`src/design/uart_rx.sv`:
```
/*
 * 8N1 serial receiver
 *   two-flop synchronizer on the line
 *   bit-time counter sampling near mid-bit
 *   byte output with a one-cycle valid on a good stop bit
 */
`timescale 1ns/1ps

module uart_rx #(
	parameter int CLKS_PER_BIT = 868
) (
	input  logic       i_clk,
	input  logic       i_arst_n,
	input  logic       i_rx,
	output logic [7:0] o_rx_data,
	output logic       o_rx_valid
);

	localparam int CNT_W = $clog2(CLKS_PER_BIT);
	localparam logic [CNT_W-1:0] BIT_END = CNT_W'(CLKS_PER_BIT - 1);
	// Slightly early, the synchronizer adds two cycles
	localparam logic [CNT_W-1:0] HALF_END = CNT_W'(CLKS_PER_BIT / 2 - 2);

	typedef enum logic [1:0] {S_IDLE, S_START, S_DATA, S_STOP} state_t;

	state_t state;
	logic [1:0] sync;
	logic [CNT_W-1:0] cnt;
	logic [2:0] bit_idx;
	logic [7:0] shreg;
	logic rx_s;

	assign rx_s = sync[1];

	always_ff @(posedge i_clk or negedge i_arst_n) begin
		if (!i_arst_n) begin
			sync <= 2'b11;
			state <= S_IDLE;
			cnt <= '0;
			bit_idx <= '0;
			o_rx_valid <= 1'b0;
		end else begin
			sync <= {sync[0], i_rx};
			o_rx_valid <= 1'b0;
			case (state)
				S_IDLE: begin
					cnt <= '0;
					bit_idx <= '0;
					if (!rx_s) begin
						state <= S_START;
					end
				end
				S_START: begin
					cnt <= '0;
					if (cnt == HALF_END) begin
						// Glitch check on the start bit
						state <= rx_s ? S_IDLE : S_DATA;
					end else begin
						cnt <= cnt + 1'b1;
					end
				end
				S_DATA: begin
					cnt <= (cnt == BIT_END) ? '0 : cnt + 1'b1;
					if (cnt == BIT_END) begin
						bit_idx <= bit_idx + 3'd1;
						if (bit_idx == 3'd7) begin
							state <= S_STOP;
						end
					end
				end
				default: begin
					cnt <= cnt + 1'b1;
					if (cnt == BIT_END) begin
						o_rx_valid <= rx_s;
						state <= S_IDLE;
					end
				end
			endcase
		end
	end

	// LSB first
	always_ff @(posedge i_clk) begin
		if (state == S_DATA && cnt == BIT_END) begin
			shreg <= {rx_s, shreg[7:1]};
		end
	end

	assign o_rx_data = shreg;

endmodule

```
`config.mk`:
```
export PLATFORM = sky130hd
export DESIGN_NAME = uart_rx
export DESIGN_NICKNAME = d
export VERILOG_FILES = /design/src/design/uart_rx.sv
export SDC_FILE = /design/constraint.sdc
export NUM_CORES = 1
export LEC_CHECK = 0
export ABC_AREA = 1
export CAP_MARGIN = 20
export CELL_PAD_IN_SITES_DETAIL_PLACEMENT = 0
export CELL_PAD_IN_SITES_GLOBAL_PLACEMENT = 1
export CORE_ASPECT_RATIO = 0.8
export CORE_MARGIN = 1.5
export CORE_UTILIZATION = 50
export CTS_CLUSTER_SIZE = 30
export DETAILED_ROUTE_END_ITERATION = 16
export DONT_BUFFER_PORTS = 1
export GPL_TIMING_DRIVEN = 0
export PLACE_DENSITY = 0.91
export SLEW_MARGIN = 25
export SYNTH_ARGS = -nofsm -noshare
export SYNTH_HDL_FRONTEND = slang
export SYNTH_SLANG_ARGS = --single-unit
```
`constraint.sdc`:
```
create_clock -name i_clk -period 2.3 [get_ports i_clk]
set_input_delay 0.345 -clock i_clk [delete_from_list [all_inputs] [get_ports i_clk]]
set_output_delay 0.345 -clock i_clk [all_outputs]
set_load 0.005 [all_outputs]
```
==> summary.md <==
| Metric | Value |
|---|---|
| Status | `completed` |
| Synthesized area per cell | `10.02 sq um` |
| Die ar. | `2752 sq um` |
| Post-DRT Antenna Nets | `0` |
| Slew Limit Fails | `0` |
| Arr. time, crit path | `1.69 ns` |
| Initial antenna violation count | `0` |
| Layout area overhead | `6.346%` |
| Unrepaired setup endpoints after global routing | `false` |
| Die H | `47.23 um` |
| # diodes | `0` |
| Max_slew headroom | `44.41%` |
| Area of the core | `2233 sq um` |
| Worst Skew | `0.01101 ns` |
| Crit-path cells | `ha_1 -> nand2_1 -> nor2_2 -> nand3_4 -> nor2_2` |
| Worst-Margin Slew | `0.8311 ns` |
| # H-tree levels | `1` |
| Post-layout util | `58.21%` |
| Max_cap viols | `0` |
| Yosys reg bits | `26` |
| TritonCTS clock tree | `done` |
| Psw | `142.7 uW` |
| Crit path max fanout | `10` |
| Final Hold Fails | `0` |
| Setup ws final | `0.5924 ns` |
| Drt drc | `0` |
| Post-DP HPWL | `1374 um` |
| Metal3 WL | `63 um` |
| Num ports | `12` |
| CP Class | `reg -> reg` |
| PD cells | `531.7 nW/um^2` |
| Largest net degree at the start of global routing | `19` |
| Initial Utilization | `54.73%` |
| Top_reg_cell synth | `dfrtp_1` |
| Worst setup SP type | `register` |
| DRT iter0 DRCs | `34` |
| Sequential share of power | `69.3%` |
| Via Count | `781` |
| Fin Hold WS | `0.3687 ns` |
| Nature of the critical path endpoint | `register` |
| Routed length per placed instance | `12.59 um` |
| First-pass iteration count of the detailed router | `6` |
| Total Power | `691.2 uW` |
| Hold Crit Class | `reg -> reg` |
| Cell Int Power | `548.4 uW` |
| TritonCTS Sinks | `26` |
| GP Congestion | `0.7785` |
| Vias/cell | `5.105` |
| Top sig layer | `met4` |
| Worst path required time | `2.28 ns` |
| Synth Area in Compound Gates | `3.889%` |
| Detailed Route WL | `1926 um` |
| Via count of the first global-routing pass | `787` |
| Nets@finish | `136` |
| XOR/XNOR Fraction of Synth Area | `2.149%` |
| Resize count post-CTS | `0` |
| Share of post-route cells with drive strength above 1 | `16.41%` |
| Wire length on met1 | `931 um` |
| Max Root-Sink Buffers | `2` |
| Worst path max stage delay | `0.43 ns` |
| Total gr overflow | `0` |
| Top cell by count, worst path | `nor2_2` |
| Tcrit/Tclk final | `74.24%` |
| Buffers on Ports | `0` |
| Die Width | `58.28 um` |
| Yosys cell types | `28` |
| Post-synth top area share | `32.75%` |
| Synth warnings | `0` |
| Async SR Flop Fraction | `69.23%` |
| Synth top cells by count | `25 x nand2_1, 16 x dfrtp_1, 15 x nor2_1` |
| Multiplexer share of the synthesized area | `0%` |
| Worst-path clk slew | `0.13 ns` |
| Top area cells in the synthesized netlist | `dfrtp_1 33%, edfxtp_1 20%, nand2_1 7.7%, nor2_1 4.6%, dfstp_2 4.3%` |
| Sequential share of the synthesized area | `56.70%` |
| Post-Synth Simple-Gate Area | `27.94%` |
| Fillers | `189` |
| Tot GR Track Use | `17.37%` |
| Count leader, synth | `nand2_1` |
| Logic pwr share | `1.4%` |
| Post-route minimum period | `1.708 ns` |
| Clock share of power | `29.3%` |
| Placement Rows | `15` |
| Post-Syn Nets | `129` |
| First-pass GRT wire length | `3367 um` |
| Top cell type by total area after synthesis | `dfrtp_1` |
| Setup TNS Final | `0 ns` |
| Peak VDD IR | `326.2 uV` |
| Total CTS buffers | `3` |
| Slowest cell on crit path | `dfrtp_1` |
| Fmax | `0.5856 GHz` |
| Adder-Cell Fraction of Synth Area | `4.094%` |
| Cells after synthesis | `122` |
| WL met2 | `904 um` |
| Sw Share | `20.65%` |
| Clock root buffer master | `clkbuf_4` |
| P_leak | `0.0006060 uW` |
| Final setup vio count | `0` |
| Post-Syn Area | `1222 sq um` |
| Largest family of logic cells by synthesized area | `simple AND/OR/NAND/NOR gates` |
| Number of synthesized flops with an enable pin | `8` |
| Skew-Pair Late Insertion Delay | `0.33 ns` |
| Place WS | `0.5734 ns` |
## cell usage in the layout (no fill, tap or decap), types with 2 or more instances in the layout
cell,instances
dlygate4sd3_1,2
nor2_2,3
dfstp_2,2
nand3_4,2
inv_2,3
nand3_1,7
dfrtp_1,16
edfxtp_1,8
xor2_1,2
o21ai_1,2
nand2_4,2
inv_1,13
clkbuf_4,3
nand2_2,3
nand2_1,25
a21oi_1,2
ha_1,4
nor2_1,15
nand3b_1,2
## critical path: cells and delay by family (launching register included)
family	cells	cell delay, ns
adders and majority gates	1	0.22
DFF	1	0.43
and+or+nand+nor	4	0.72
## area by class of cell
cell class | count | area (sq um) | area share (%)
Sequential cell | 26 | 693.2 | 53.32
Tap cell | 25 | 31.28 | 2.406
Multi-Input combinational cell | 79 | 465.4 | 35.80
Clock buffer | 4 | 26.28 | 2.021
Inverter | 17 | 63.81 | 4.909
Timing Repair Buffer | 2 | 20.02 | 1.540
## metrics by stage
step / std cells / area [sq um]
3_5_place_dp: 147 / 1254
4_1_cts: 153 / 1300
6_report: 153 / 1300
3_3_place_gp: 147 / 1254
2_1_floorplan: 122 / 1222
5_1_grt: 153 / 1300
## sequential cells by signal, indices dropped and copies added, names as in the netlist
signal,flops
bit_idx,3
cnt,10
o_rx_valid,1
o_rx_data,8
state,2
sync,2
## power by group through the flow
stage               clock, uW  combinational (uW)  sequential, uW
floorplan                   0               0.627             488
global placement            0               0.691             488
detailed placement          0               0.682             488
CTS                       207                9.84             479
global route              225                11.1             479
finish                    203                9.36             479
## worst paths after layout
kind,startpoint,to,slack [ns],cells past startpoint
worst max-delay path,cnt[0],o_rx_data[5],0.59,5
worst min-delay path,sync[0],sync[1],0.37,0
worst max register to register,cnt[0],o_rx_data[5],0.59,5
worst min register to register,sync[0],sync[1],0.37,0
max in group asynchronous,i_arst_n,bit_idx[1],1.24,1
min in group asynchronous,i_arst_n,cnt[5],0.54,1
## timing repair
action                                  4_1_cts  5_1_grt
endpoints found under the setup margin        0        0
setup buffers                                 0        0
hold endpoints to repair                     19        0
hold buffers                                  2        0
## cell families (layout without fill, tap and decap cells)
logic type / count (synthesis) / count (layout)
simple gates: 64 / 64
buf+inv: 17 / 23
fa+ha+maj: 4 / 4
xor+xnor: 3 / 3
flops: 26 / 26
compound gates: 8 / 8
## routing by layer
| metal | vias up | global-route usage, % |
|---|---|---|
| met5 | - | 0 |
| met4 | 0 | 6.977 |
| met3 | 4 | 5.785 |
| met2 | 10 | 28.09 |
| met1 | 367 | 21.99 |
| li1 | 400 | - |
No activity file was read; power rests on OpenSTA's default activity.
