===== config.mk =====
export PLATFORM = sky130hd
export DESIGN_NAME = io_led
export DESIGN_NICKNAME = d
export VERILOG_FILES = /design/src/design/monitor_pkg.sv /design/src/design/io_led.sv
export SDC_FILE = /design/constraint.sdc
export NUM_CORES = 1
export LEC_CHECK = 0
export BUFFER_PORTS_ARGS = -buffer_cell sky130_fd_sc_hd__buf_2
export CAP_MARGIN = 20
export CORE_AREA = 2 2 39 41
export CTS_CLUSTER_DIAMETER = 30
export DETAILED_ROUTE_END_ITERATION = 8
export DIE_AREA = 0 0 41 43
export PLACE_DENSITY = 0.66
export SKIP_CTS_REPAIR_TIMING = 1
export SKIP_LAST_GASP = 1
export SLEW_MARGIN = 10
export SYNTH_ARGS = -nofsm -noshare
export SYNTH_HDL_FRONTEND = slang
export SYNTH_SLANG_ARGS = --single-unit

===== constraint.sdc =====
create_clock -name i_clk -period 0.94 [get_ports i_clk]
set_input_delay 0.188 -clock i_clk [delete_from_list [all_inputs] [get_ports i_clk]]
set_output_delay 0.188 -clock i_clk [all_outputs]
set_load 0.1 [all_outputs]

===== src/design/monitor_pkg.sv =====
/*
 * Shared types for the UART debug monitor
 *   RAM word address, instruction and data words, byte enables
 *   CPU start address, host command codes
 *   ACK reply byte and the LED register address
 */
package monitor_pkg;

	// Word address, bits 11:2 of a byte address
	typedef logic [9:0] ram_adr_t;
	typedef logic [31:0] inst_word_t;
	typedef logic [31:0] data_word_t;
	typedef logic [3:0] byte_en_t;
	// Start address, bits 31:2
	typedef logic [29:0] start_adr_t;

	// Command bytes as ASCII
	typedef enum logic [7:0] {
		CMD_WR_INST = 8'h49,
		CMD_WR_DATA = 8'h44,
		CMD_RD_INST = 8'h52,
		CMD_RD_DATA = 8'h72,
		CMD_GO      = 8'h47,
		CMD_QUIT    = 8'h51
	} cmd_t;

	// 'K'
	localparam logic [7:0] ACK_BYTE = 8'h4B;

	// Top word of the data space
	localparam ram_adr_t LED_ADR = 10'h3FF;

endpackage


===== src/design/io_led.sv =====
/*
 * I/O store decoder for the RGB LED register
 *   byte 0 store to LED_ADR loads data bits 2:0
 */
`timescale 1ns/1ps

module io_led (
	input  logic                    i_clk,
	input  logic                    i_arst_n,
	input  monitor_pkg::ram_adr_t   i_st_adr_io,
	input  monitor_pkg::byte_en_t   i_st_we_io,
	input  monitor_pkg::data_word_t i_st_data_io,
	output logic [2:0]              o_rgb_led
);

	import monitor_pkg::*;

	logic led_sel;

	assign led_sel = (i_st_adr_io == LED_ADR) && i_st_we_io[0];

	always_ff @(posedge i_clk or negedge i_arst_n) begin
		if (!i_arst_n) begin
			o_rgb_led <= 3'd0;
		end else if (led_sel) begin
			o_rgb_led <= i_st_data_io[2:0];
		end
	end

	// CPU side may leave address and data floating when it is not storing
	a_idle_store: assert property (
		@(posedge i_clk) disable iff (!i_arst_n)
		$isunknown({i_st_adr_io, i_st_data_io}) |-> (i_st_we_io == '0)
	);

endmodule


==> results of run 1 <==
[Yosys cell counts, drive strengths merged]
master	number	area [µm²]
nand3	1	5.00
dfrtp	3	75.1
mux2	3	33.8
nand4	2	12.5
nor3	1	10.0
[power by group]
part	leakage, µW	internal [µW]	switching, µW
sequential	0.0000358	133	2.07
combinational	0.000106	34.7	30.3
clock	0.0000150	159	61.4
total	0.000157	327	93.7
[worst max-delay path by stage]
stage / from / to / slack [ps] / depth (start not counted)
after CTS: o_rgb_led[1]$_DFFE_PN0P_ / o_rgb_led[1] / -150 / 1
after global placement: i_st_adr_io[1] / o_rgb_led[2]$_DFFE_PN0P_ / -200 / 4
after global routing: o_rgb_led[1]$_DFFE_PN0P_ / o_rgb_led[1] / -170 / 1
final: o_rgb_led[1]$_DFFE_PN0P_ / o_rgb_led[1] / -130 / 1
after detailed placement: i_st_adr_io[6] / o_rgb_led[2]$_DFFE_PN0P_ / -220 / 4
after floorplan: o_rgb_led[0]$_DFFE_PN0P_ / o_rgb_led[0]$_DFFE_PN0P_ / -80 / 1
[cells by family (layout without fill, tap and decap cells)]
family | after synthesis | in the layout
and+or+nand+nor | 4 | 4
muxes | 3 | 3
DFF | 3 | 3
buffers and inverters | 0 | 23
[metal layers]
layer	wire (µm)	global-route usage (%)	vias up	part of all wire, %
met5	0	0	-	0
met4	0	8.00	0	0
met3	104	6.28	0	19
met2	152	6.88	19	28
met1	292	9.68	69	53
li1	-	-	84	-
[through the flow]
stage | std cells | hold WS, ps | total power, µW | utilization [%] | TNS, ps
2_1_floorplan | 10 | -108 | 155 | - | -242
4_1_cts | 48 | -259 | 430 | 23.8 | -422
3_3_place_gp | 44 | -14.4 | 200 | 21.9 | -590
6_report | 49 | 201 | 420 | 24.5 | -386
5_1_grt | 49 | 178 | 461 | 24.5 | -482
3_5_place_dp | 44 | -10.8 | 199 | 21.9 | -655
[layout make-up]
cell class                      instances  share of cell area, %
Clock buffer                            4                   7.75
Multi-Input combinational cell          7                   18.1
Sequential cell                         3                   25.5
Tap cell                               16                   5.90
Timing Repair Buffer                   19                   42.8
==> metrics, run 1 <==
most flop-heavy register=o_rgb_led; GRT Total Usage=7.64%; complex-gate fraction of the synthesized area=0%; clock buffer depth=2; Worst Path Arrival=approximately 890 ps; CP Capture Type=output port; CP max FO=2; die width=between 40 and 50 µm; latest clock arrival within the worst-skew pair=230 ps; Multi-input gate area=between 60 and 70 µm²; max FFs per register=3; Clk pin slew, worst setup/hold paths=approximately 30 ps; Placement Rows=14; DRT antenna net count=0; Num CTS Buffers=3; Largest regs=o_rgb_led x3; vias in the first global route=154; Crit path buffers/inverters=1; Cell Chain, Critical Path=buf_12; Reg2Reg Capture Point=o_rgb_led[1]$_DFFE_PN0P_; clk sinks=3; synthesized area per cell=13.6 µm²; leakage=0.000157 µW; fin crit share=114%; peak supply drop=approximately 380 µV; CTS tree=yes; Ant. Diodes=0; XOR/XNOR Fraction of Synth Area=0%; cell at the slowest stage of the critical path=dfrtp_4; CTS H-Tree Depth=1; crit start category=flop; Top delay family on crit path=flip-flops; Final GP Congestion=0.561; Area Overhead vs Synth=149%; post-synthesis register bit count=3; # IOs=51; setup ws final=-135 ps; Fmax achieved=roughly 0.93 GHz; CORE AREA=1380 µm²; largest stage delay on the critical path=480 ps; Power Density=~1200 nW/µm²; Max-Cap Viols=0; Avg Vias per Cell=3.51; worst hold stages=2; mapped cell area=roughly 140 µm²; via count=around 170; fraction of layout cells with a size suffix above 1=84.8%; Nets=82; clock skew=0 ps; leading cell type in the layout, fill and taps excluded=buf_2; synth unique cells=5; Synth Warn #=0; mux share of post-synthesis cell area=between 20 and 25%; die height=roughly 43 µm; outcome=finished, violations left; first-pass GRT wire length=about 760 µm; worst reg-to-reg path cell count=1; Filler cells=151; DRC viols=0; min cycle time layout=between 1000 and 1500 ps; Worst Hold End=o_rgb_led[2]$_DFFE_PN0P_; count of pins over their slew limit=0; Root Buffer=clkbuf_4; Routed Wire Length=between 500 and 600 µm; worst hold path class=in2reg; final setup fails=3; RSZ-0062 raised after global routing=true; sequential element share of the synthesized area=between 50 and 60%; area share of fa/ha/maj cells after synthesis=0%; DR WL/cell=between 10 and 15 µm; largest family of logic cells by synthesized area=multiplexers; Gate Count Post-Synth=10; R2R Path Start=o_rgb_led[1]$_DFFE_PN0P_; initial antenna violation count=0; Fin. Hold Viols=0; I/O Buffers=18; Starting Density=about a tenth; total grt overflow=0; failing checks=setup timing; Hold Startpoint=i_st_data_io[2]; largest net degree at the start of global routing=4; Placement Setup Slack=-220 ps; DP Area=about 300 µm²; Pre-antenna DRT Iters=1; critical path class=reg2out; fin area=around 340 µm²; Iter 0 DRT Violations=0; Die ar.=around 1800 µm²; relative slew slack=83.1%; most frequent cells in the layout=buf_2, mux2_2, clkbuf_4, dfrtp_4, buf_12; syn nets=between 50 and 60; Worst R2R Setup Slack=about 80 ps; Worst Path Required=about 750 ps; FF+latch area=86.3 µm²; simple logic cell fraction of the synthesized area=approximately a fifth; Tightest Pin Transition=~250 ps
Note: power is estimated with default switching activity, not from simulation.
==> inputs of run 2 (changes only) <==
--- a/config.mk
+++ b/config.mk
@@ -12,6 +12,7 @@
 export DETAILED_ROUTE_END_ITERATION = 8
 export DIE_AREA = 0 0 41 43
 export PLACE_DENSITY = 0.66
+export RECOVER_POWER = 50
 export SKIP_CTS_REPAIR_TIMING = 1
 export SKIP_LAST_GASP = 1
 export SLEW_MARGIN = 10
==> constraint.sdc (replaced) <==
create_clock -name i_clk -period 1.1 [get_ports i_clk]
set_input_delay 0.22 -clock i_clk [delete_from_list [all_inputs] [get_ports i_clk]]
set_output_delay 0.22 -clock i_clk [all_outputs]
set_load 0.1 [all_outputs]
==> run 2 against run 1 <==
The run now ends clean. Cell area down 2.6%. Combinational power decreased by 16%. Non-clock buffer count unchanged. Via count increased by 7.6%. Clock power shrank 12%. Sequential share of layout area is 1.6 points lower. Die area stayed put. Final cell count is the same. Sequential power shrank 15%. Largest power group unchanged. Highest routed layer is now met4.
==> metrics, run 2 (same netlist as run 1, synthesis figures left out) <==
Num CTS Buffers=3; Pre-antenna DRT Iters=4; largest net degree at the start of global routing=4; Reg2Reg Capture Point=o_rgb_led[1]$_DFFE_PN0P_; Root Buffer=clkbuf_4; CP Launch Point=o_rgb_led[1]$_DFFE_PN0P_; Routed Wire Length=between 500 and 600 µm; Fmax achieved=roughly 0.96 GHz; Largest regs=o_rgb_led x3; critical path class=reg2out; Worst Path Arrival=slightly above 800 ps; leading cell type in the layout, fill and taps excluded=buf_2; count of pins over their slew limit=0; DRT antenna net count=0; cell at the slowest stage of the critical path=dfrtp_2; DRC viols=0; Clk network pwr share=53.3%; most frequent cells in the layout=buf_2, mux2_2, clkbuf_4, dfrtp_2, buf_12; clock buffer depth=2; R2R Path Start=o_rgb_led[1]$_DFFE_PN0P_; initial antenna violation count=0; crit start category=flop; Hold Startpoint=i_st_data_io[2]; setup TNS=0 ps; die height=43 µm; outcome=finished clean; fin crit share=94.3%; DR WL/cell=~11 µm; Ant. Diodes=0; Avg Vias per Cell=3.78; first-pass GRT wire length=about 780 µm; P_sw=between 80 and 90 µW; CORE AREA=about 1400 µm²; WL met2=approximately 160 µm; met1 wire length=~180 µm; Nets=slightly above 80; Final GP Congestion=around 0.54; largest stage delay on the critical path=a little over 400 ps; CP Capture Type=output port; via count=approximately 190; total chip power=about 360 µW; Int Pwr=roughly 280 µW; # IOs=between 50 and 60; length of routed met3 wiring=175 µm; Tightest Pin Transition=approximately 270 ps; Top delay family on crit path=flip-flops; Flop pwr share=between 30% and 40%; Die ar.=1760 µm²; top layer in use=met4; leakage=around 0.00016 µW; clk sinks=3; worst hold path class=in2reg; clock skew=0 ps; min cycle time layout=1040 ps; Fin. Hold Viols=0; Cell Chain, Critical Path=buf_12; Starting Density=9.86%; Iter 0 DRT Violations=2; most flop-heavy register=o_rgb_led; GRT Total Usage=under 10%; RSZ-0062 raised after global routing=false; Worst Path Required=between 800 and 900 ps; fraction of layout cells with a size suffix above 1=around four fifths; CTS tree=yes; CTS H-Tree Depth=1; Placement Rows=14; latest clock arrival within the worst-skew pair=about 230 ps; relative slew slack=82.1%; Clk pin slew, worst setup/hold paths=40 ps; worst hold stages=2; I/O Buffers=18; max FFs per register=3; total grt overflow=0; vias in the first global route=just under 200; final setup fails=0; part of the power in combinational logic=between 10% and 20%; Worst R2R Setup Slack=about 310 ps; CP max FO=2; Switching Share=a little under a quarter; peak supply drop=177 µV; Worst Hold End=o_rgb_led[2]$_DFFE_PN0P_; Area Overhead vs Synth=142%; Crit path buffers/inverters=1; WHS=between 200 and 250 ps; Power Density=around 1100 nW/µm²; Max-Cap Viols=0; die width=41 µm; worst reg-to-reg path cell count=1
run 2: changes by cell type in the layout (fill, tap and decap cells not counted), sizes merged:
cell and change:
buf -1, clkbuf +1
run 2: how the worst max path moves through the flow:
stage | slack [ps] | endpoint | cells after the start
6_report | 60 | o_rgb_led[1] | 1
5_1_grt | 30 | o_rgb_led[1] | 1
4_1_cts | 50 | o_rgb_led[1] | 1
3_5_place_dp | -80 | o_rgb_led[1]$_DFFE_PN0P_ | 4
3_3_place_gp | -80 | o_rgb_led[2]$_DFFE_PN0P_ | 4
2_1_floorplan | 60 | o_rgb_led[0]$_DFFE_PN0P_ | 3
run 2: power by group through the flow:
| stage | clock network [µW] | logic (µW) | registers, µW |
|---|---|---|---|
| global placement | 0 | 52.6 | 116 |
| detailed placement | 0 | 52.1 | 116 |
| global route | 220 | 58.1 | 115 |
| CTS | 203 | 52.2 | 115 |
| floorplan | 0 | 4.08 | 127 |
| finish | 193 | 54.3 | 115 |
run 2: metrics by stage:
stage | cells | instance area, µm² | util (%) | worst slack, ps
floorplan | 10 | 140 | - | 57.8
global placement | 44 | 295 | 21.3 | -80.8
detailed placement | 44 | 295 | 21.3 | -84.3
CTS | 48 | 322 | 23.2 | 51.9
global route | 49 | 330 | 23.9 | 33.1
finish | 49 | 330 | 23.9 | 63.2
run 2: cell type report:
class                           instances  area [µm²]
Timing Repair Buffer                   19         144
Tap cell                               16        20.0
Sequential cell                         3        78.8
Clock buffer                            4        26.3
Fill cell                             161        1050
Multi-Input combinational cell          7        61.3
run 2: layer usage:
layer  vias up  GRT usage [%]
li1         85              -
met1        77           5.48
met2        21           8.75
met3         2           10.5
met4         0           10.0
met5         -              0
