===== src/design/uart_tx.sv =====
/*
 * 8N1 serial transmitter
 *   start strobe loads start, data and stop bits
 *   one bit per CLKS_PER_BIT cycles, busy for the whole frame
 */
`timescale 1ns/1ps

module uart_tx #(
	parameter int CLKS_PER_BIT = 868
) (
	input  logic       i_clk,
	input  logic       i_arst_n,
	input  logic       i_tx_start,
	input  logic [7:0] i_tx_data,
	output logic       o_tx,
	output logic       o_tx_busy
);

	localparam int CNT_W = $clog2(CLKS_PER_BIT);
	localparam logic [CNT_W-1:0] BIT_END = CNT_W'(CLKS_PER_BIT - 1);

	logic [9:0] shreg;
	logic [CNT_W-1:0] cnt;
	logic [3:0] bit_cnt;

	always_ff @(posedge i_clk or negedge i_arst_n) begin
		if (!i_arst_n) begin
			// Line idles high
			shreg <= '1;
			cnt <= '0;
			bit_cnt <= '0;
			o_tx_busy <= 1'b0;
		end else if (i_tx_start && !o_tx_busy) begin
			shreg <= {1'b1, i_tx_data, 1'b0};
			cnt <= '0;
			bit_cnt <= '0;
			o_tx_busy <= 1'b1;
		end else if (o_tx_busy) begin
			cnt <= (cnt == BIT_END) ? '0 : cnt + 1'b1;
			if (cnt == BIT_END) begin
				shreg <= {1'b1, shreg[9:1]};
				bit_cnt <= bit_cnt + 4'd1;
				// Stop bit done
				if (bit_cnt == 4'd9) begin
					o_tx_busy <= 1'b0;
				end
			end
		end
	end

	assign o_tx = shreg[0];

	// The sender has to wait for the frame to finish
	a_no_start_busy: assert property (
		@(posedge i_clk) disable iff (!i_arst_n) i_tx_start |-> !o_tx_busy
	);

endmodule


===== config.mk =====
export PLATFORM = sky130hd
export DESIGN_NAME = uart_tx
export DESIGN_NICKNAME = d
export VERILOG_FILES = /design/src/design/uart_tx.sv
export SDC_FILE = /design/constraint.sdc
export NUM_CORES = 1
export LEC_CHECK = 0
export BUFFER_PORTS_ARGS = -buffer_cell sky130_fd_sc_hd__buf_2
export CAP_MARGIN = 25
export CORE_MARGIN = 2
export CORE_UTILIZATION = 38
export DETAILED_ROUTE_END_ITERATION = 6
export GPL_TIMING_DRIVEN = 1
export SLEW_MARGIN = 0
export SYNTH_ARGS = -nofsm -noshare
export SYNTH_HDL_FRONTEND = slang
export SYNTH_SLANG_ARGS = --single-unit

===== constraint.sdc =====
create_clock -name i_clk -period 1.9 [get_ports i_clk]
set_clock_uncertainty 0.15 [all_clocks]
set_input_delay 0.38 -clock i_clk [delete_from_list [all_inputs] [get_ports i_clk]]
set_output_delay 0.38 -clock i_clk [all_outputs]
set_load 0.005 [all_outputs]

==> impl_results.md, run 1 <==
* Critical Path End Type: flip-flop
* Critical Path RT at 1.97 ns
* Antenna Cells at 0
* Period utilization at 0.9364
* Peak Freq at 0.5621 GHz
* Nets at 162
* RR Endpoint: cnt[1]
* First-pass GRT wire length at 4.788 mm
* Clock latency on the worst-skew pair at 0.32 ns
* DR WL met3 at 77 um
* Area growth from synthesis to layout at 17.44%
* Crit path kind: flip-flop to flip-flop
* Worst endpoint data arrival time at 1.85 ns
* RSZ-0062 raised after global routing: no
* Hold Path Depth at 3
* Vias in the first global route at 1,004
* Synth warn at 0
* Boundary pin count at 13
* Hold wc startpoint: i_tx_data[2]
* Final RePlAce weighted congestion at 0.7966
* Post-DR wirelength/cell at 13.82 um
* Yosys top cell area share at 0.2907
* Asr flop ratio synth at 1.000
* Main synth FF type: dfrtp_1
* CTS Buf Count at 3
* Proportion of layout cells with a drive suffix above 1 at 0.2857
* Met2 wire len at 1.304 mm
* Initial Util at 0.3900
* Synth Cell Area at 1291 um^2
* Post-synthesis sequential area ratio at 0.4738
* Crit path max-delay cell type: or3_4
* Post-Synthesis Cells at 125
* Relative slew margins at 0.6326
* Die X at 62.29 um
* Leakage power at 0.6616 nW
* Syn Nets at 139
* Slew @ Worst Pin at 0.5512 ns
* Max-cap violation count at 0
* Most frequent cell after synthesis: nand2_1
* Deepest clock path buffer count at 2
* Syn avg cell area at 10.33 um^2
* Root Buffer: clkbuf_4
* Highest net fanout along the worst path at 8
* Synth cell count leaders: nand2_1 (17), dfrtp_1 (15), o21ai_0 (10)
* HP Class: input port to flip-flop
* Vias at 991
* Finished Core Util at 0.4581
* Final Instance Area at 1516 um^2
* GRT Total Usage at 0.1527
* EDFF count, synth at 0
* Synth area leader: dfrtp_1
* # DRC at 0
* Total Wirelength at 2.667 mm
* VDD IR max at 0.6744 mV
* Die area at 3880 um^2
* R2R cell count at 4
* Top Layer Used: met4
* Internal reg-to-reg setup slack at 0.12 ns
* Worst R2R Start: cnt[0]
* Post-route ant nets at 0
* Seq cells post-synth at 24
* Final Hold Fails at 0
* Post-synthesis cell type count at 37
* Setup violators final at 0
* Initial antenna violation count at 0
* Setup TNS at 0 ns
* DRT iter0 DRCs at 42
* Largest net degree at the start of global routing at 25
* Post-route minimum period at 1.779 ns
* Design Power at 1.480 mW
* Setup bufs post-CTS at 0
* Routed length on met1 at 1.275 mm
* Worst-path cell chain: ha_1 > nand2b_4 > or3_4 > a32o_1
* Post-DP HPWL at 1.912 mm
* H-Tree Depth at 1
* Top cells by area, synth: dfrtp_1 (29%), dfstp_2 (18%), nand2_1 (4.9%)
* Drt via density at 5.135
* Dpl cell area at 1444 um^2
* Remaining Overflow, GRT at 0
* CP peak stage delay at 0.46 ns
* P per Cell Area at 976.0 nW/um^2
* # fillers at 337
* CTS tree: built
* Critical Path Start Type: flip-flop
* Pre-antenna DRT Iters at 4
* IO Port Bufs at 12
* Final count of pins violating max slew at 0
* Clock-pin slew on the worst setup and hold paths at 0.14 ns
* WHS Endpoint: shreg[3]
* Status: completed
* Chip height at 62.29 um
* Core Rows at 21
* Clk sinks at 24
* Core footprint at 3311 um^2
registers in the layout (all words and copies together), names as in the netlist:
register / flops
bit_cnt: 4
cnt: 10
o_tx_busy: 1
shreg: 9
layer usage:
metal	track usage	up-vias
met4	0.02500	0
met1	0.2000	477
met5	0	-
li1	-	499
met3	0.03986	2
met2	0.2595	13
where the power goes:
part	leakage [nW]	internal [mW]	switching, mW
clock	0.0279	0.213	0.164
sequential	0.274	0.637	0.121
combinational	0.359	0.183	0.162
final cells by class:
type	count	area [um^2]	area share
inverter	3	11.26	0.007426
multi-input combinational	93	638.1	0.4208
clock inverter	1	30.03	0.01980
tap	46	57.56	0.03795
timing repair buffer	23	145.1	0.09571
clock buffer	3	22.52	0.01485
sequential	24	611.8	0.4035
cell families (layout without fill, tap and decap cells):
family                   Yosys count  count (layout)  share of synthesized area
buffers and inverters              8              30                    0.03973
XOR/XNOR                           3               3                    0.02035
AND/OR/NAND/NOR                   47              47                     0.2132
multiplexers                       6               6                    0.04748
adder cells (fa/ha/maj)            3               3                    0.02907
flip-flops                        24              24                     0.4738
AO/OA/AOI/OAI                     34              34                     0.1764
critical path, delay by kind of cell (launching register included):
| family | cells | cell delay, ns |
|---|---|---|
| AND/OR/NAND/NOR | 2 | 0.56 |
| flip-flops | 1 | 0.42 |
| AO/OA/AOI/OAI | 1 | 0.28 |
| adder cells (fa/ha/maj) | 1 | 0.27 |
placed cells by master (no fill, tap or decap), types with 2 or more instances in the layout:
master / count
dfstp_2: 9
nand4_1: 2
o21ai_0: 10
nor2_1: 5
buf_4: 10
inv_1: 3
nor3_1: 2
or3_1: 2
mux2i_1: 5
nand3_1: 7
a22o_1: 5
buf_2: 12
clkbuf_4: 3
a21o_1: 7
a21oi_1: 4
ha_1: 3
dfrtp_1: 15
nor4_1: 2
xnor2_1: 2
nor2b_1: 2
nand2_1: 17
how the worst max path moves through the flow:
stage,start,endpoint,slack (ns),cells after the start
finish,cnt[0],cnt[1],0.12,4
CTS,cnt[0],bit_cnt[0],0.001,5
global placement,cnt[0],cnt[1],0.1,4
floorplan,cnt[0],cnt[8],0.15,5
global route,cnt[0],cnt[5],0.002,5
detailed placement,cnt[0],bit_cnt[0],0.03,5
per-stage QoR:
| step | instances | setup WS, ns | hold WS (ns) |
|---|---|---|---|
| 3_3_place_gp | 188 | 0.09537 | 0.2410 |
| 4_1_cts | 193 | 0.0009555 | 0.1193 |
| 3_5_place_dp | 188 | 0.03167 | 0.2453 |
| 2_1_floorplan | 125 | 0.1490 | -0.06559 |
| 6_report | 193 | 0.1208 | 0.1218 |
| 5_1_grt | 193 | 0.001862 | 0.09762 |
repair_timing:
item                       CTS  global route
hold buffers                 1             0
setup endpoints to repair    0             8
gates resized for setup      0             2
hold endpoints to repair    15             0
(Power assumes the default switching activity.)
==> run 2: changes to the inputs <==
Settings changed: CORE_UTILIZATION 38 to 55, CTS_BUF_LIST from default to sky130_fd_sc_hd__clkbuf_8 sky130_fd_sc_hd__clkbuf_16, PLACE_DENSITY from default to 0.75.
==> impl_results.md, run 2 (same netlist as run 1, synthesis figures left out) <==
* Post-Layout Cell Count at 174 (was 193)
* FF+latch area at 611.8 um^2 (unchanged)
* Final count of pins violating max slew at 0 (unchanged)
* RSZ-0062 raised after global routing: no (unchanged)
* CTS tree: built (unchanged)
* Chip height at 52.46 um (was 62.29 um)
* Worst R2R Start: cnt[0] (unchanged)
* Pre-antenna DRT Iters at 4 (unchanged)
* Commonest non-fill, non-tap cells in the layout: nand2_1 (17), dfrtp_1 (15), buf_2 (12) (unchanged)
* CTS Buf Count at 3 (unchanged)
* Total Wirelength at 2.744 mm (was 2.667 mm)
* Final RePlAce weighted congestion at 0.8299 (was 0.7966)
* Vias in the first global route at 1,045 (was 1,004)
* R2R cell count at 6 (was 4)
* IO Port Bufs at 12 (unchanged)
* Finished Core Util at 0.6663 (was 0.4581)
* H-Tree Depth at 1 (unchanged)
* Root Buffer: clkbuf_8 (was clkbuf_4)
* Period utilization at 0.9341 (was 0.9364)
* Proportion of layout cells with a drive suffix above 1 at 0.2671 (was 0.2857)
* First-pass GRT wire length at 4.526 mm (was 4.788 mm)
* Final Hold Fails at 0 (unchanged)
* Post-route minimum period at 1.775 ns (was 1.779 ns)
* Clk sinks at 24 (unchanged)
* Most common cell after layout, fill and taps aside: nand2_1 (unchanged)
* Relative slew margins at 0.6327 (was 0.6326)
* Core footprint at 2212 um^2 (was 3311 um^2)
* Die X at 52.46 um (was 62.29 um)
* Multi-input logic area at 633.1 um^2 (was 638.1 um^2)
* Worst endpoint data arrival time at 1.82 ns (was 1.85 ns)
* Peak Freq at 0.5634 GHz (was 0.5621 GHz)
* Clock latency on the worst-skew pair at 0.27 ns (was 0.32 ns)
* Boundary pin count at 13 (unchanged)
* Setup bufs post-CTS at 0 (unchanged)
* Max-cap violation count at 0 (unchanged)
* DRT iter0 DRCs at 23 (was 42)
* Post-route ant nets at 0 (unchanged)
* Top Registers: cnt x10, shreg x9, bit_cnt x4 (unchanged)
* # DRC at 0 (unchanged)
* Critical Path Start Type: flip-flop (unchanged)
* Largest net degree at the start of global routing at 25 (unchanged)
* Critical Path End Type: flip-flop (unchanged)
* Die area at 2752 um^2 (was 3880 um^2)
* Hold Slack at 0.2043 ns (was 0.1218 ns)
* WHS Endpoint: shreg[3] (unchanged)
* VDD IR max at 0.6659 mV (was 0.6744 mV)
* # fillers at 194 (was 337)
* Remaining Overflow, GRT at 0 (unchanged)
* Setup TNS at 0 ns (unchanged)
* Top reg by flops: cnt (unchanged)
* Largest register FFs at 10 (unchanged)
* Dpl cells at 169 (was 188)
* Area growth from synthesis to layout at 14.15% (was 17.44%)
* RR Endpoint: shreg[2] (was cnt[1])
* Deepest clock path buffer count at 2 (unchanged)
* Hold wc startpoint: i_tx_data[2] (unchanged)
* Core Rows at 17 (was 21)
* HP Class: input port to flip-flop (unchanged)
* Antenna Cells at 0 (unchanged)
* Vias at 1,045 (was 991)
* Drt via density at 6.006 (was 5.135)
* Status: completed (unchanged)
* Crit path kind: flip-flop to flip-flop (unchanged)
* Internal reg-to-reg setup slack at 0.13 ns (was 0.12 ns)
* Post-DR wirelength/cell at 15.77 um (was 13.82 um)
* Highest net fanout along the worst path at 9 (was 8)
* Clock-pin slew on the worst setup and hold paths at 0.09 ns (was 0.14 ns)
* Initial antenna violation count at 0 (unchanged)
* Post-DP HPWL at 1.919 mm (was 1.912 mm)
* Leakage power at 0.6535 nW (was 0.6616 nW)
* Hold Path Depth at 3 (unchanged)
* GRT Total Usage at 0.2225 (was 0.1527)
* P per Cell Area at 958.2 nW/um^2 (was 976.0 nW/um^2)
* Initial Util at 0.5837 (was 0.3900)
* Critical Path RT at 1.95 ns (was 1.97 ns)
* Setup violators final at 0 (unchanged)
* Slew @ Worst Pin at 0.5509 ns (was 0.5512 ns)
* Nets at 161 (was 162)
## run 2: cell count changes in the layout (fill, tap and decap cells not counted), sizes merged
cell,change
buf,-1
inv,+1
bufinv,-1
## run 2: worst max-delay path, stage by stage (launching register included)
cell and delay, ns:
dfrtp_1 0.41, ha_1 0.25, nand2b_4 0.10, nor4_4 0.28
buf_4 0.22, nor2_1 0.11, a21o_1 0.19
## run 2: metrics by stage
step | total power [mW] | setup WS (ns) | area, um^2
floorplan | 0.9801 | 0.1490 | 1291
global placement | 1.083 | 0.1065 | 1414
detailed placement | 1.111 | 0.04960 | 1414
CTS | 1.416 | 0.004194 | 1469
global route | 1.497 | 0.01201 | 1474
finish | 1.412 | 0.1252 | 1474
## run 2: how the worst max path moves through the flow
stage | from | end | slack [ns]
2_1_floorplan | cnt[0] | cnt[8] | 0.15
3_3_place_gp | cnt[0] | cnt[1] | 0.11
3_5_place_dp | cnt[0] | shreg[0] | 0.05
4_1_cts | cnt[0] | shreg[0] | 0.004
5_1_grt | cnt[0] | cnt[8] | 0.01
6_report | cnt[0] | shreg[2] | 0.13
## run 2: cell type report
| cell class | instances | share of cell area |
|---|---|---|
| Inverter | 3 | 0.007640 |
| Sequential cell | 24 | 0.4151 |
| Tap cell | 28 | 0.02377 |
| Clock inverter | 1 | 0.002547 |
| Multi-Input combinational cell | 93 | 0.4295 |
| Timing Repair Buffer | 22 | 0.09338 |
| Clock buffer | 3 | 0.02801 |
## run 2: what timing repair did
action,CTS,global route
endpoints found under the hold margin,15,0
endpoints found under the setup margin,0,6
gates resized for setup,0,1
hold buffers,1,0
## run 2: per-layer routing
layer	track usage	routed length [um]	up-vias
li1	-	-	500
met1	0.2839	1223	510
met2	0.3604	1381	31
met3	0.03429	109	4
met4	0.1197	29	0
met5	0	0	-
## run 2: power breakdown
part | total, mW | internal [mW] | leakage [nW] | switching, mW
clock network | 0.304 | 0.144 | 0.0269 | 0.160
registers | 0.763 | 0.638 | 0.274 | 0.125
logic | 0.345 | 0.183 | 0.352 | 0.162
==> run 3: changes to the inputs <==
Settings changed: PLACE_DENSITY 0.75 to 0.73.
Clock period 1.9 ns to 2.03 ns, I/O delays scaled along.
==> impl_results.md, run 3 (same netlist as run 1, synthesis figures left out) <==
* Status: completed (unchanged)
* Post-route minimum period at 1.882 ns (was 1.775 ns)
* Drt via density at 6.076 (was 6.006)
* Post-route ant nets at 0 (unchanged)
* Clock-pin slew on the worst setup and hold paths at 0.09 ns (about the same)
* CTS tree: built (unchanged)
* H-Tree Depth at 1 (unchanged)
* Nets at 157 (was 161)
* # DRC at 0 (unchanged)
* Combinational power share at 0.188 (was 0.245)
* Clock Power Share at 0.296 (was 0.215)
* Worst-path cell chain: ha_1 > nand2b_4 > or3_1 > a32o_1 (was ha_1 > nand2b_4 > nor4_4 > buf_4 > nor2_1 > a21o_1)
* CTS Buf Count at 3 (unchanged)
* Flop pwr share at 0.516 (was 0.540)
* Critical Path RT at 2.04 ns (was 1.95 ns)
* Area growth from synthesis to layout at 13.47% (was 14.15%)
* Top Registers: cnt x10, shreg x9, bit_cnt x4 (unchanged)
* First-pass GRT wire length at 4.291 mm (was 4.526 mm)
* Hold Path Depth at 3 (unchanged)
* Crit path kind: flip-flop to flip-flop (unchanged)
* Peak Freq at 0.5315 GHz (was 0.5634 GHz)
* Leakage power at 0.6411 nW (was 0.6535 nW)
* Vias at 1,033 (was 1,045)
* Critical Path Start Type: flip-flop (unchanged)
* Boundary pin count at 13 (unchanged)
* Hold wc startpoint: i_tx_data[7] (was i_tx_data[2])
* Critical Path End Type: flip-flop (unchanged)
* Remaining Overflow, GRT at 0 (unchanged)
* Vias in the first global route at 952 (was 1,045)
* Worst endpoint data arrival time at 1.89 ns (was 1.82 ns)
* Post-DP HPWL at 1.839 mm (was 1.919 mm)
* Relative slew margins at 0.6448 (was 0.6327)
* # fillers at 181 (was 194)
* P_int at 1.007 mW (was 0.9658 mW)
* Slew @ Worst Pin at 0.5328 ns (was 0.5509 ns)
* Root Buffer: clkbuf_8 (unchanged)
* Deepest clock path buffer count at 2 (unchanged)
* Total Wirelength at 2.692 mm (was 2.744 mm)
* VDD IR max at 0.6904 mV (was 0.6659 mV)
* Worst R2R Start: cnt[0] (unchanged)
* Antenna Cells at 0 (unchanged)
* RSZ-0062 raised after global routing: no (unchanged)
* CP peak stage delay at 0.55 ns (was 0.41 ns)
* Setup WS pre-CTS at 0.1722 ns (was 0.04960 ns)
* IO Port Bufs at 12 (unchanged)
* Clk sinks at 24 (unchanged)
* Chip height at 52.46 um (unchanged)
* RR Endpoint: cnt[1] (was shreg[2])
* Max-cap violation count at 0 (unchanged)
* Period utilization at 0.9269 (was 0.9341)
* Initial Util at 0.5837 (unchanged)
* Crit path max-delay cell type: or3_1 (was dfrtp_1)
* Clock latency on the worst-skew pair at 0.27 ns (about the same)
* Top reg by flops: cnt (unchanged)
* Die area at 2752 um^2 (unchanged)
* Highest net fanout along the worst path at 8 (was 9)
* Most common cell after layout, fill and taps aside: nand2_1 (unchanged)
* Setup TNS at 0 ns (unchanged)
* GRT Total Usage at 0.2204 (was 0.2225)
* FF+latch area at 611.8 um^2 (unchanged)
* Switch share at 0.2946 (was 0.3162)
* DRT iter0 DRCs at 33 (was 23)
* Commonest non-fill, non-tap cells in the layout: nand2_1 (17), dfrtp_1 (15), buf_2 (12) (unchanged)
* Post-DR wirelength/cell at 15.84 um (was 15.77 um)
* Proportion of layout cells with a drive suffix above 1 at 0.2465 (was 0.2671)
* Internal reg-to-reg setup slack at 0.15 ns (was 0.13 ns)
* Setup violators final at 0 (unchanged)
* Largest register FFs at 10 (unchanged)
* Core Rows at 17 (unchanged)
* Pre-antenna DRT Iters at 4 (unchanged)
* Largest net degree at the start of global routing at 25 (unchanged)
* WHS Endpoint: shreg[8] (was shreg[3])
* Multi-input logic area at 628.1 um^2 (was 633.1 um^2)
* Fin worst setup slack at 0.1484 ns (was 0.1252 ns)
* Initial antenna violation count at 0 (unchanged)
* Final count of pins violating max slew at 0 (unchanged)
* Post-Layout Cell Count at 170 (was 174)
* Dpl cells at 165 (was 169)
* Die X at 52.46 um (unchanged)
* Final RePlAce weighted congestion at 0.8770 (was 0.8299)
* Core footprint at 2212 um^2 (unchanged)
* Post-CTS resize count at 0 (unchanged)
* HP Class: input port to flip-flop (unchanged)
* Final Hold Fails at 0 (unchanged)
* Psw at 0.4207 mW (was 0.4466 mW)
* P per Cell Area at 974.7 nW/um^2 (was 958.2 nW/um^2)
* R2R cell count at 4 (was 6)
==> run 3: cell count changes in the layout (fill, tap and decap cells not counted), sizes merged <==
cell / change
buf: -4
inv: -1
bufinv: +1
==> run 3: power groups by stage <==
stage	Combinational [mW]	Clock, mW	Sequential, mW
finish	0.269	0.423	0.736
global placement	0.256	0	0.732
floorplan	0.212	0	0.706
CTS	0.270	0.429	0.731
detailed placement	0.267	0	0.738
global route	0.300	0.448	0.756
==> run 3: worst max-delay path: cells and delay by family, from the launching register on <==
| kind | cells | cell delay, ns |
|---|---|---|
| and+or+nand+nor | 2 | 0.64 |
| DFF | 1 | 0.40 |
| AOI/OAI and AO/OA | 1 | 0.33 |
| adders and majority gates | 1 | 0.25 |
==> run 3: what timing repair did <==
action / 4_1_cts / 5_1_grt
hold buffers: 1 / 0
setup buffers: 0 / 0
endpoints found under the hold margin: 15 / 0
==> run 3: worst max path at each step <==
stage               startpoint       end  slack, ns  depth (start not counted)
global route            cnt[0]  shreg[0]       0.02                          5
CTS                     cnt[0]    cnt[1]       0.16                          4
global placement        cnt[0]    cnt[1]       0.23                          4
detailed placement      cnt[0]    cnt[1]       0.17                          4
finish                  cnt[0]    cnt[1]       0.15                          4
floorplan               cnt[0]    cnt[8]       0.28                          5
==> run 3: area by class of cell <==
cell class | instances | share of cell area
Sequential cell | 24 | 0.4176
Clock inverter | 1 | 0.02050
Timing Repair Buffer | 18 | 0.07344
Clock buffer | 3 | 0.02818
Inverter | 3 | 0.007686
Tap cell | 28 | 0.02391
Multi-Input combinational cell | 93 | 0.4287
==> run 3: metrics by stage <==
stage	util	hold slack (ns)	power, mW	area [um^2]
floorplan	-	-0.03959	0.9173	1291
global placement	0.6256	0.2583	0.9878	1384
detailed placement	0.6256	0.2626	1.005	1384
CTS	0.6623	0.2210	1.430	1465
global route	0.6623	0.2404	1.504	1465
finish	0.6623	0.2318	1.428	1465
==> run 3: per-layer routing <==
| metal | global-route usage | part of all wire |
|---|---|---|
| met1 | 0.3083 | 0.48 |
| met2 | 0.3292 | 0.45 |
| met3 | 0.03143 | 0.057 |
| met4 | 0.1197 | 0.014 |
| met5 | 0 | 0 |
